==> src/design/isaPkg.sv <==
package isaPkg;

	localparam int NUM_REGS = 32;

	typedef logic [31:0] word_t;
	typedef logic [4:0]  regIdx_t;

	// Opcodes kept from the full instruction set
	typedef enum logic [5:0] {
		OP_RTYPE = 6'b000000,
		OP_LI    = 6'b001001,
		OP_XORI  = 6'b001110,
		OP_LW    = 6'b100011,
		OP_SW    = 6'b101011
	} opcode_t;

	// R-type function codes
	typedef enum logic [5:0] {
		FUNC_ADD = 6'b100000,
		FUNC_SUB = 6'b100010,
		FUNC_SLT = 6'b101010
	} func_t;

	typedef struct packed {
		opcode_t    opcode;
		regIdx_t    rs;
		regIdx_t    rt;
		regIdx_t    rd;
		logic [4:0] sa;
		func_t      func;
	} rType_t;

	typedef struct packed {
		opcode_t     opcode;
		regIdx_t     rs;
		regIdx_t     rt;
		logic [15:0] imm;
	} iType_t;

endpackage

==> src/design/pipePkg.sv <==
package pipePkg;

	import isaPkg::*;

	localparam int IMEM_DEPTH = 256;
	localparam int DMEM_DEPTH = 256;

	typedef logic [$clog2(IMEM_DEPTH)-1:0] imemAddr_t;
	typedef logic [$clog2(DMEM_DEPTH)-1:0] dmemAddr_t;

	typedef enum logic [2:0] {
		ALU_ADD = 3'd0,
		ALU_SUB = 3'd1,
		ALU_SLT = 3'd2,
		ALU_XOR = 3'd3
	} aluOp_t;

	// Loader port, toData selects data memory
	typedef struct packed {
		logic        valid;
		logic        toData;
		logic [7:0]  address;
		logic [31:0] word;
	} loadWrite_t;

	typedef struct packed {
		logic  valid;
		word_t instr;
	} ifId_t;

	typedef struct packed {
		logic    valid;
		regIdx_t rs;
		regIdx_t rt;
		word_t   opA;
		word_t   opB;
		word_t   imm;
		logic    useImm;
		aluOp_t  aluOp;
		logic    isLoad;
		logic    isStore;
		logic    isLi;
		logic    regWrite;
		regIdx_t dest;
	} idEx_t;

	typedef struct packed {
		logic    valid;
		logic    isLoad;
		logic    isStore;
		logic    regWrite;
		regIdx_t dest;
		word_t   result;
		word_t   storeData;
	} exMem_t;

	// Register write, also the retire port
	typedef struct packed {
		logic       valid;
		logic [4:0] dest;
		word_t      value;
	} regWrite_t;

	typedef struct packed {
		logic      valid;
		dmemAddr_t address;
		word_t     data;
	} memWrite_t;

endpackage

==> src/design/executeStage.sv <==
`timescale 1ns/1ns

module executeStage import isaPkg::*, pipePkg::*; (
	input  logic      clk,
	input  logic      rst,
	input  idEx_t     idEx,
	input  regWrite_t wbWrite,
	output exMem_t    exMem
);

	word_t opA;
	word_t rtVal;
	word_t opB;
	word_t aluOut;
	word_t result;

	// Near source first, then writeback, then the decode read
	function automatic word_t forward(regIdx_t src, word_t readVal);
		if (src == '0) begin
			return readVal;
		end
		if (exMem.regWrite && !exMem.isLoad && exMem.dest == src) begin
			return exMem.result;
		end
		if (wbWrite.valid && wbWrite.dest == src) begin
			return wbWrite.value;
		end
		return readVal;
	endfunction

	always_comb begin
		opA = forward(idEx.rs, idEx.opA);
		rtVal = forward(idEx.rt, idEx.opB);
		opB = idEx.useImm ? idEx.imm : rtVal;
	end

	always_comb begin
		case (idEx.aluOp)
			ALU_ADD: aluOut = opA + opB;
			ALU_SUB: aluOut = opA - opB;
			ALU_SLT: aluOut = word_t'($signed(opA) < $signed(opB));
			ALU_XOR: aluOut = opA ^ opB;
			default: aluOut = opA + opB;
		endcase
	end

	// LI passes the immediate straight through
	assign result = idEx.isLi ? idEx.imm : aluOut;

	always_ff @(posedge clk) begin
		if (rst) begin
			exMem.valid <= 1'b0;
			exMem.isLoad <= 1'b0;
			exMem.isStore <= 1'b0;
			exMem.regWrite <= 1'b0;
		end else begin
			exMem.valid <= idEx.valid;
			exMem.isLoad <= idEx.isLoad;
			exMem.isStore <= idEx.isStore;
			exMem.regWrite <= idEx.regWrite;
		end
		exMem.dest <= idEx.dest;
		exMem.result <= result;
		exMem.storeData <= rtVal;
	end

	// Load-use rule, load data only arrives through writeback
	assert property (@(posedge clk) disable iff (rst)
		(idEx.valid && exMem.isLoad && exMem.regWrite) |->
			!(!idEx.isLi && exMem.dest == idEx.rs) &&
			!((!idEx.useImm || idEx.isStore) && exMem.dest == idEx.rt));

endmodule

==> config.mk <==
export PLATFORM = sky130hd
export DESIGN_NAME = executeStage
export DESIGN_NICKNAME = d
export VERILOG_FILES = /design/src/design/isaPkg.sv /design/src/design/pipePkg.sv /design/src/design/executeStage.sv
export SDC_FILE = /design/constraint.sdc
export NUM_CORES = 1
export LEC_CHECK = 0
export BUFFER_PORTS_ARGS = -buffer_cell sky130_fd_sc_hd__buf_2
export CORE_MARGIN = 5
export CORE_UTILIZATION = 26
export DETAILED_ROUTE_END_ITERATION = 8
export PLACE_DENSITY = 0.5
export RECOVER_POWER = 50
export SLEW_MARGIN = 20
export SYNTH_ARGS = -nofsm -noshare
export SYNTH_HDL_FRONTEND = slang
export SYNTH_SLANG_ARGS = --single-unit
==> constraint.sdc <==
create_clock -name clk -period 5 [get_ports clk]
set_clock_uncertainty 0.1 [all_clocks]
set_input_delay 0.25 -clock clk [delete_from_list [all_inputs] [get_ports clk]]
set_output_delay 0.25 -clock clk [all_outputs]
set_load 0.02 [all_outputs]
==> summary.txt, run 1 <==
Floorplanning
  • Initial Util: 0.263
  • Ports: 233
  • Die W: 180 um
  • Number of placement rows: 62
  • Height of the die: 180 um
  • Core Box Area: about 29000 um^2
  • Die area: 32400 um^2

Timing
  • Maximum clock frequency: 208 MHz
  • Crit path time final: 4.80 ns
  • Final Hold Viols: 0
  • Slew margin rel.: 0.405
  • Final Setup Violations: 0
  • Tightest Pin Transition: 0.892 ns
  • Setup tns final: 0 ns
  • Pins Over Slew Limit: 0
  • Period utilization: 0.960
  • Final Hold Slack: around 0.013 ns

Synth
  • Main synth FF type: dfxtp_1
  • Syn_nets: approximately 1300
  • Async SR Flop Fraction: 0
  • Register area share after synthesis: 0.194
  • Syn Area/Cell: 6.89 um^2
  • Post-synthesis register bit count: 73
  • Post-synth EDFFs: 0
  • Netlist Area Pre-Place: approximately 7500 um^2
  • Distinct cell type count after synthesis: just under 70
  • Ys Warns: 0
  • Synth Instances: about 1100

GRT
  • Gr ovfl total: 0
  • Vias in the first global route: approximately 9000
  • GRT busiest layer: met2
  • Met3 usage: 0.0386
  • GRT met1 Usage: 0.303
  • GRT met2 Usage: 0.306
  • GRT Total Usage: 0.207
  • First-pass GRT wire length: ~54 mm
  • Largest net degree at the start of global routing: 54
  • Antenna violations before repair: 0

Pwr
  • Tot Pwr: 2.89 mW
  • Worst vdd ir: 0.165 mV
  • Leakage: 4.77 nW
  • Pwr dens: 277 nW/um^2

Drt
  • Total wire length: between 30 and 40 mm
  • Number of nets still failing antenna checks after routing: 0
  • DR pass1 iterations: 5
  • Total number of vias: 9314
  • Drc violations: 0
  • Routed vias/inst: approximately 5.2
  • Wire length per cell: around 20 um
  • 1st-iter DRT viols: ~800

Hold path
  • Worst min-delay path class: in -> reg

Worst setup path
  • Crit Path Class: reg -> reg
  • Slowest cell on crit path: fa_2
  • Crit path DAT: 4.95 ns
  • CP Launch Type: flop
  • Worst Path Max Fanout: 5
  • Delay-heaviest family, CP: compound AO/OA/AOI/OAI gates
  • Max incr delay on CP: 0.40 ns
  • Critical Path RT: 5.14 ns
  • Worst path bufs/invs: 1
  • Worst path cell trace: xor2_1 -> nor4_2 -> nand3_2 -> buf_8 -> o22ai_2 -> a21oi_2 -> mux2_4 -> ha_2 -> fa_2 -> a211oi_4 -> o21bai_2 -> o311ai_4 -> o21bai_2 -> a41o_4 -> a2111oi_4 -> o31ai_2 -> xor2_1 -> a221o_1
  • CP Capture Type: flop

Clock tree
  • Clk_lat worst skew: about 0.36 ns
  • Sinks on the clock net: 73
  • CTS Buf Count: 9
  • # H-tree levels: 3
  • Max Buffers Root-to-Sink: 2
  • Clock-pin slew on the worst setup and hold paths: 0.07 ns
  • TritonCTS clock tree: built
  • Clock Tree Root: clkbuf_16

Layout
  • Layout cell share with drive strength beyond 1: 0.255
  • Area Overhead vs Synth: 38.9%
  • Largest register by flop count: exMem
  • Top Registers: exMem: 73 flops
  • Antenna cells: 0
  • Fin nets: 1622
  • Fill count: 3165
  • Largest register FFs: 73
  • Final Util: 0.365

Status
  • Status: finished, final reports clean

Run
  • Max-Cap Viols: 0

Placement
  • Post-DP HPWL: between 20 and 30 mm
  • RD Place Congestion: 0.931
  • IO Port Bufs: 232
[report_power, final]
part,switching (mW),internal [mW],total (mW)
registers,0.0540,0.648,0.702
clock network,0.320,0.544,0.864
logic,0.784,0.543,1.33
total,1.16,1.73,2.89
[per-layer routing]
metal,vias up,part of all wire
met2,404,0.42
met4,0,0.030
met5,-,0
met3,66,0.076
met1,4349,0.48
li1,4495,-
[cells in the mapped netlist (all sizes together) (5+ instances only)]
| master | n | area (um^2) |
|---|---|---|
| a21oi | 114 | 571 |
| nand2 | 108 | 405 |
| inv | 105 | 394 |
| o21ai | 100 | 500 |
| nor2 | 92 | 345 |
| dfxtp | 73 | 1460 |
| clkbuf | 67 | 251 |
| o22ai | 64 | 400 |
| ha | 63 | 788 |
| xnor2 | 36 | 315 |
| xor2 | 22 | 193 |
| nand3 | 21 | 105 |
| nor3 | 21 | 105 |
| o31ai | 16 | 125 |
| a21o | 14 | 105 |
| nor4 | 14 | 87.6 |
| o21bai | 13 | 105 |
| a211oi | 10 | 87.6 |
| nand2b | 10 | 62.6 |
| nor2b | 9 | 56.3 |
| o211ai | 9 | 67.6 |
| o221ai | 8 | 70.1 |
| a221oi | 7 | 61.3 |
| a2111oi | 6 | 83.8 |
| a22oi | 6 | 45.0 |
| buf | 6 | 35.0 |
| a21boi | 5 | 37.5 |
[cell families after synthesis]
family	count (synthesis)	share of synthesized area
muxes	4	0.00549
adders and majority gates	65	0.110
buffers and inverters	179	0.0911
DFF	73	0.194
and+or+nand+nor	294	0.172
xor gates and xnor gates	58	0.0676
AOI/OAI and AO/OA	418	0.359
[final timing paths]
path / from / endpoint / slack (ns) / cells after the start
min reg2reg: exMem[34] / exMem[2] / 0.56 / 4
max: exMem[66] / exMem[62] / 0.20 / 18
max reg2reg: exMem[66] / exMem[62] / 0.20 / 18
min: idEx[19] / exMem[38] / 0.01 / 3
[layout make-up]
| type | instances | area, um^2 | share of cell area |
|---|---|---|---|
| inverter | 106 | 398 | 0.0381 |
| multi-input combinational | 839 | 5540 | 0.531 |
| clock buffer | 10 | 229 | 0.0219 |
| clock inverter | 6 | 138 | 0.0132 |
| timing repair buffer | 368 | 2190 | 0.210 |
| tap | 384 | 480 | 0.0460 |
| sequential | 73 | 1460 | 0.140 |
[metrics by stage]
stage	setup WS (ns)	std cells	area, um^2
3_3_place_gp	0.0350	1752	9810
3_5_place_dp	-0.0341	1752	9810
5_1_grt	-0.0336	1786	10400
6_report	0.199	1786	10400
4_1_cts	0.0372	1775	10200
2_1_floorplan	0.255	1091	7510
[worst reg2reg max path, stage by stage (launching register included)]
cell and delay, ns:
dfxtp_1 0.37, xor2_1 0.19, nor4_2 0.29, nand3_2 0.25, buf_8 0.21, o22ai_2 0.15
a21oi_2 0.08, mux2_4 0.30, ha_2 0.20, fa_2 0.40, a211oi_4 0.28, o21bai_2 0.12
o311ai_4 0.33, o21bai_2 0.14, a41o_4 0.30, a2111oi_4 0.37, o31ai_2 0.12, xor2_1 0.15
a221o_1 0.35
[placed cells by master, fill, tap and decap left out, drive strengths merged, types with 6 or more instances in the layout]
master       instances
o21ai              100
nor2                92
dlygate4sd3          7
nor4                14
clkbuf              74
a21oi              114
nand2b              10
nand3               21
dfxtp               73
a221oi               7
o22ai               64
buf                297
nand2              108
ha                  63
xnor2               36
o221ai               8
o21bai              13
a21o                14
o211ai               9
a22oi                6
nor3                21
inv                107
o31ai               16
a2111oi              6
nor2b                9
xor2                22
a211oi              10
[timing repair]
action,CTS,global route
setup endpoints to repair,0,17
hold buffers,7,0
gates resized for setup,0,49
endpoints found under the hold margin,7,0
buffers inserted,0,10
(Power assumes the default switching activity.)
==> inputs of run 2 (changes only) <==
Settings changed: BUFFER_PORTS_ARGS -buffer_cell sky130_fd_sc_hd__buf_2 to -buffer_cell sky130_fd_sc_hd__buf_4.
==> run 2 against run 1 <==
  * Register-to-register slack better by 0.06 ns
  * Critical endpoint unchanged
  * Sequential share of layout area about the same
  * Utilization up 0.066 points
  * Global-route usage down 0.16 points
  * Sequential power down 0.6%
  * Highest routed layer unchanged
  * Cell count down 2.3%
  * Largest power group unchanged
  * Die area unchanged
  * Non-clock buffer count down 41
  * Sequential cell count unchanged
  * Maximum frequency up 1.3%
==> summary.txt, run 2 (synthesis gave the netlist of run 1 again) <==
Status
  • Status: finished, final reports clean (unchanged)

Layout
  • Fin nets: 1581 (was 1622)
  • Area Overhead vs Synth: 39.2% (was 38.9%)
  • Antenna cells: 0 (unchanged)
  • Fin cells: 1745 (was 1786)
  • Fill count: 3107 (was 3165)
  • Layout cell share with drive strength beyond 1: 0.221 (was 0.255)
  • Commonest cells after routing, fill and taps aside: buf_4, a21oi_1, nand2_1 (was buf_2, buf_4, a21oi_1)
  • Final Util: 0.365 (about the same)
  • Cell area after layout: 10500 um^2 (was 10400 um^2)
  • Most common cell after layout, fill and taps aside: buf_4 (was buf_2)
  • Largest register FFs: 73 (unchanged)
  • Top Registers: exMem: 73 flops (unchanged)
  • Largest register by flop count: exMem (unchanged)

Clock tree
  • TritonCTS clock tree: built (unchanged)
  • Clock-pin slew on the worst setup and hold paths: 0.07 ns (about the same)
  • Clock Tree Root: clkbuf_16 (unchanged)
  • # H-tree levels: 3 (unchanged)
  • Clk_lat worst skew: 0.35 ns (was 0.36 ns)
  • Sinks on the clock net: 73 (unchanged)
  • CTS Buf Count: 9 (unchanged)
  • Max Buffers Root-to-Sink: 2 (unchanged)

GRT
  • Gr ovfl total: 0 (unchanged)
  • Vias in the first global route: 8752 (was 8998)
  • First-pass GRT wire length: 53.0 mm (was 53.6 mm)
  • GRT met1 Usage: 0.304 (was 0.303)
  • GRT met2 Usage: 0.311 (was 0.306)
  • Antenna violations before repair: 0 (unchanged)
  • GRT busiest layer: met2 (unchanged)
  • GRT Total Usage: 0.205 (was 0.207)
  • Met3 usage: 0.0394 (was 0.0386)
  • Largest net degree at the start of global routing: 55 (was 54)

Drt
  • DR pass1 iterations: 5 (unchanged)
  • Routed vias/inst: 5.20 (was 5.22)
  • Wire length per cell: 20.0 um (was 19.7 um)
  • Total wire length: 35.0 mm (was 35.1 mm)
  • Total number of vias: 9082 (was 9314)
  • 1st-iter DRT viols: 719 (was 790)
  • Drc violations: 0 (unchanged)
  • Number of nets still failing antenna checks after routing: 0 (unchanged)

Floorplanning
  • Height of the die: 180 um (unchanged)
  • Core Box Area: 28600 um^2 (unchanged)
  • Die W: 180 um (unchanged)
  • Die area: 32400 um^2 (unchanged)
  • Initial Util: 0.263 (unchanged)
  • Number of placement rows: 62 (unchanged)
  • Ports: 233 (unchanged)

Hold path
  • Hold depth: 3 (unchanged)
  • Hold Crit Endpoint: exMem[38] (unchanged)
  • Hold Path Origin: idEx[19] (unchanged)
  • Worst min-delay path class: in -> reg (unchanged)

Worst setup path
  • Crit Path Class: reg -> reg (unchanged)
  • FF-to-FF path depth: 18 (unchanged)
  • CP Capture Type: flop (unchanged)
  • Worst Path Max Fanout: 4 (was 5)
  • Worst R2R End: exMem[62] (unchanged)
  • Worst r2r src: exMem[64] (was exMem[66])
  • R2R Setup Slk: 0.26 ns (was 0.20 ns)
  • Critical Path RT: 5.13 ns (was 5.14 ns)
  • CP Launch Type: flop (unchanged)
  • Crit path DAT: 4.87 ns (was 4.95 ns)

Timing
  • Period utilization: 0.948 (was 0.960)
  • RSZ-0062 raised after global routing: yes
  • Setup tns final: 0 ns (unchanged)
  • Maximum clock frequency: 211 MHz (was 208 MHz)
  • Tightest Pin Transition: 1.04 ns (was 0.892 ns)
  • Pins Over Slew Limit: 0 (unchanged)
  • Final Hold Viols: 0 (unchanged)
  • Crit path time final: 4.74 ns (was 4.80 ns)
  • Final Hold Slack: 0.00760 ns (was 0.0129 ns)
  • Final Setup Violations: 0 (unchanged)
  • Slew margin rel.: 0.307 (was 0.405)

Placement
  • Placed Cells: 1716 (was 1752)
  • Placed inst area: 10100 um^2 (was 9810 um^2)
  • RD Place Congestion: 0.902 (was 0.931)
  • Post-DP HPWL: 27.6 mm (was 28.0 mm)
  • IO Port Bufs: 232 (unchanged)

Run
  • Max-Cap Viols: 0 (unchanged)

Pwr
  • Leakage: 4.67 nW (was 4.77 nW)
  • Pwr dens: 269 nW/um^2 (was 277 nW/um^2)
  • Worst vdd ir: 0.174 mV (was 0.165 mV)
[run 2: cell count changes in the layout (fill, tap and decap cells not counted), sizes merged]
| cell | delta |
|---|---|
| buf | -46 |
| bufinv | -1 |
| clkbuf | +3 |
| clkinv | +1 |
| clkinvlp | +1 |
| dlygate4sd3 | +2 |
| inv | -1 |
[run 2: metrics by stage]
stage / power (mW) / worst slack (ns)
final: 2.81 / 0.261
after global routing: 2.98 / -0.0426
after detailed placement: 2.01 / -0.0752
after floorplan: 1.47 / 0.255
after global placement: 2.02 / 0.0338
after CTS: 2.84 / 0.106
[run 2: per-layer routing]
layer | vias to the layer above | wire length, um
met3 | 26 | 2500
met1 | 4269 | 17000
met4 | 0 | 439
li1 | 4420 | -
met2 | 367 | 15000
met5 | - | 0
[run 2: layout make-up]
class | count | area [um^2] | area share
multi-input combinational | 839 | 5480 | 0.524
tap | 384 | 480 | 0.0459
inverter | 106 | 398 | 0.0380
clock inverter | 6 | 115 | 0.0110
timing repair buffer | 327 | 2290 | 0.219
sequential | 73 | 1460 | 0.140
clock buffer | 10 | 229 | 0.0219
[run 2: what timing repair did]
item | in CTS | in global routing
setup endpoints to repair | 0 | 15
setup buffers | 0 | 4
hold buffers | 9 | 0
hold endpoints to repair | 11 | 0
resized for setup | 0 | 33
[run 2: worst max path at each step]
stage,slack [ns],end,startpoint
final,0.26,exMem[62],exMem[64]
after global routing,-0.04,exMem[52],exMem[64]
after detailed placement,-0.08,exMem[62],idEx[111]
after floorplan,0.25,exMem[62],exMem[67]
after CTS,0.11,exMem[62],exMem[66]
after global placement,0.03,exMem[62],idEx[111]
[run 2: where the power goes]
part | switching, mW | leakage, nW | internal (mW)
Clock | 0.315 | 0.163 | 0.492
Combinational | 0.768 | 3.89 | 0.539
Sequential | 0.0506 | 0.615 | 0.648
Total | 1.13 | 4.67 | 1.68
[run 2: worst max-delay path: stages, from the launching register on]
cell	delay, ns
dfxtp_1	0.34
xor2_1	0.16
nor4_1	0.25
nand3_1	0.20
buf_4	0.19
o22ai_1	0.14
a21oi_1	0.12
mux2_4	0.32
ha_1	0.25
fa_2	0.45
a211oi_4	0.24
o21bai_2	0.14
o311ai_4	0.27
o21bai_2	0.12
a41o_4	0.30
a2111oi_4	0.38
o31ai_1	0.14
xor2_1	0.16
a221o_1	0.35
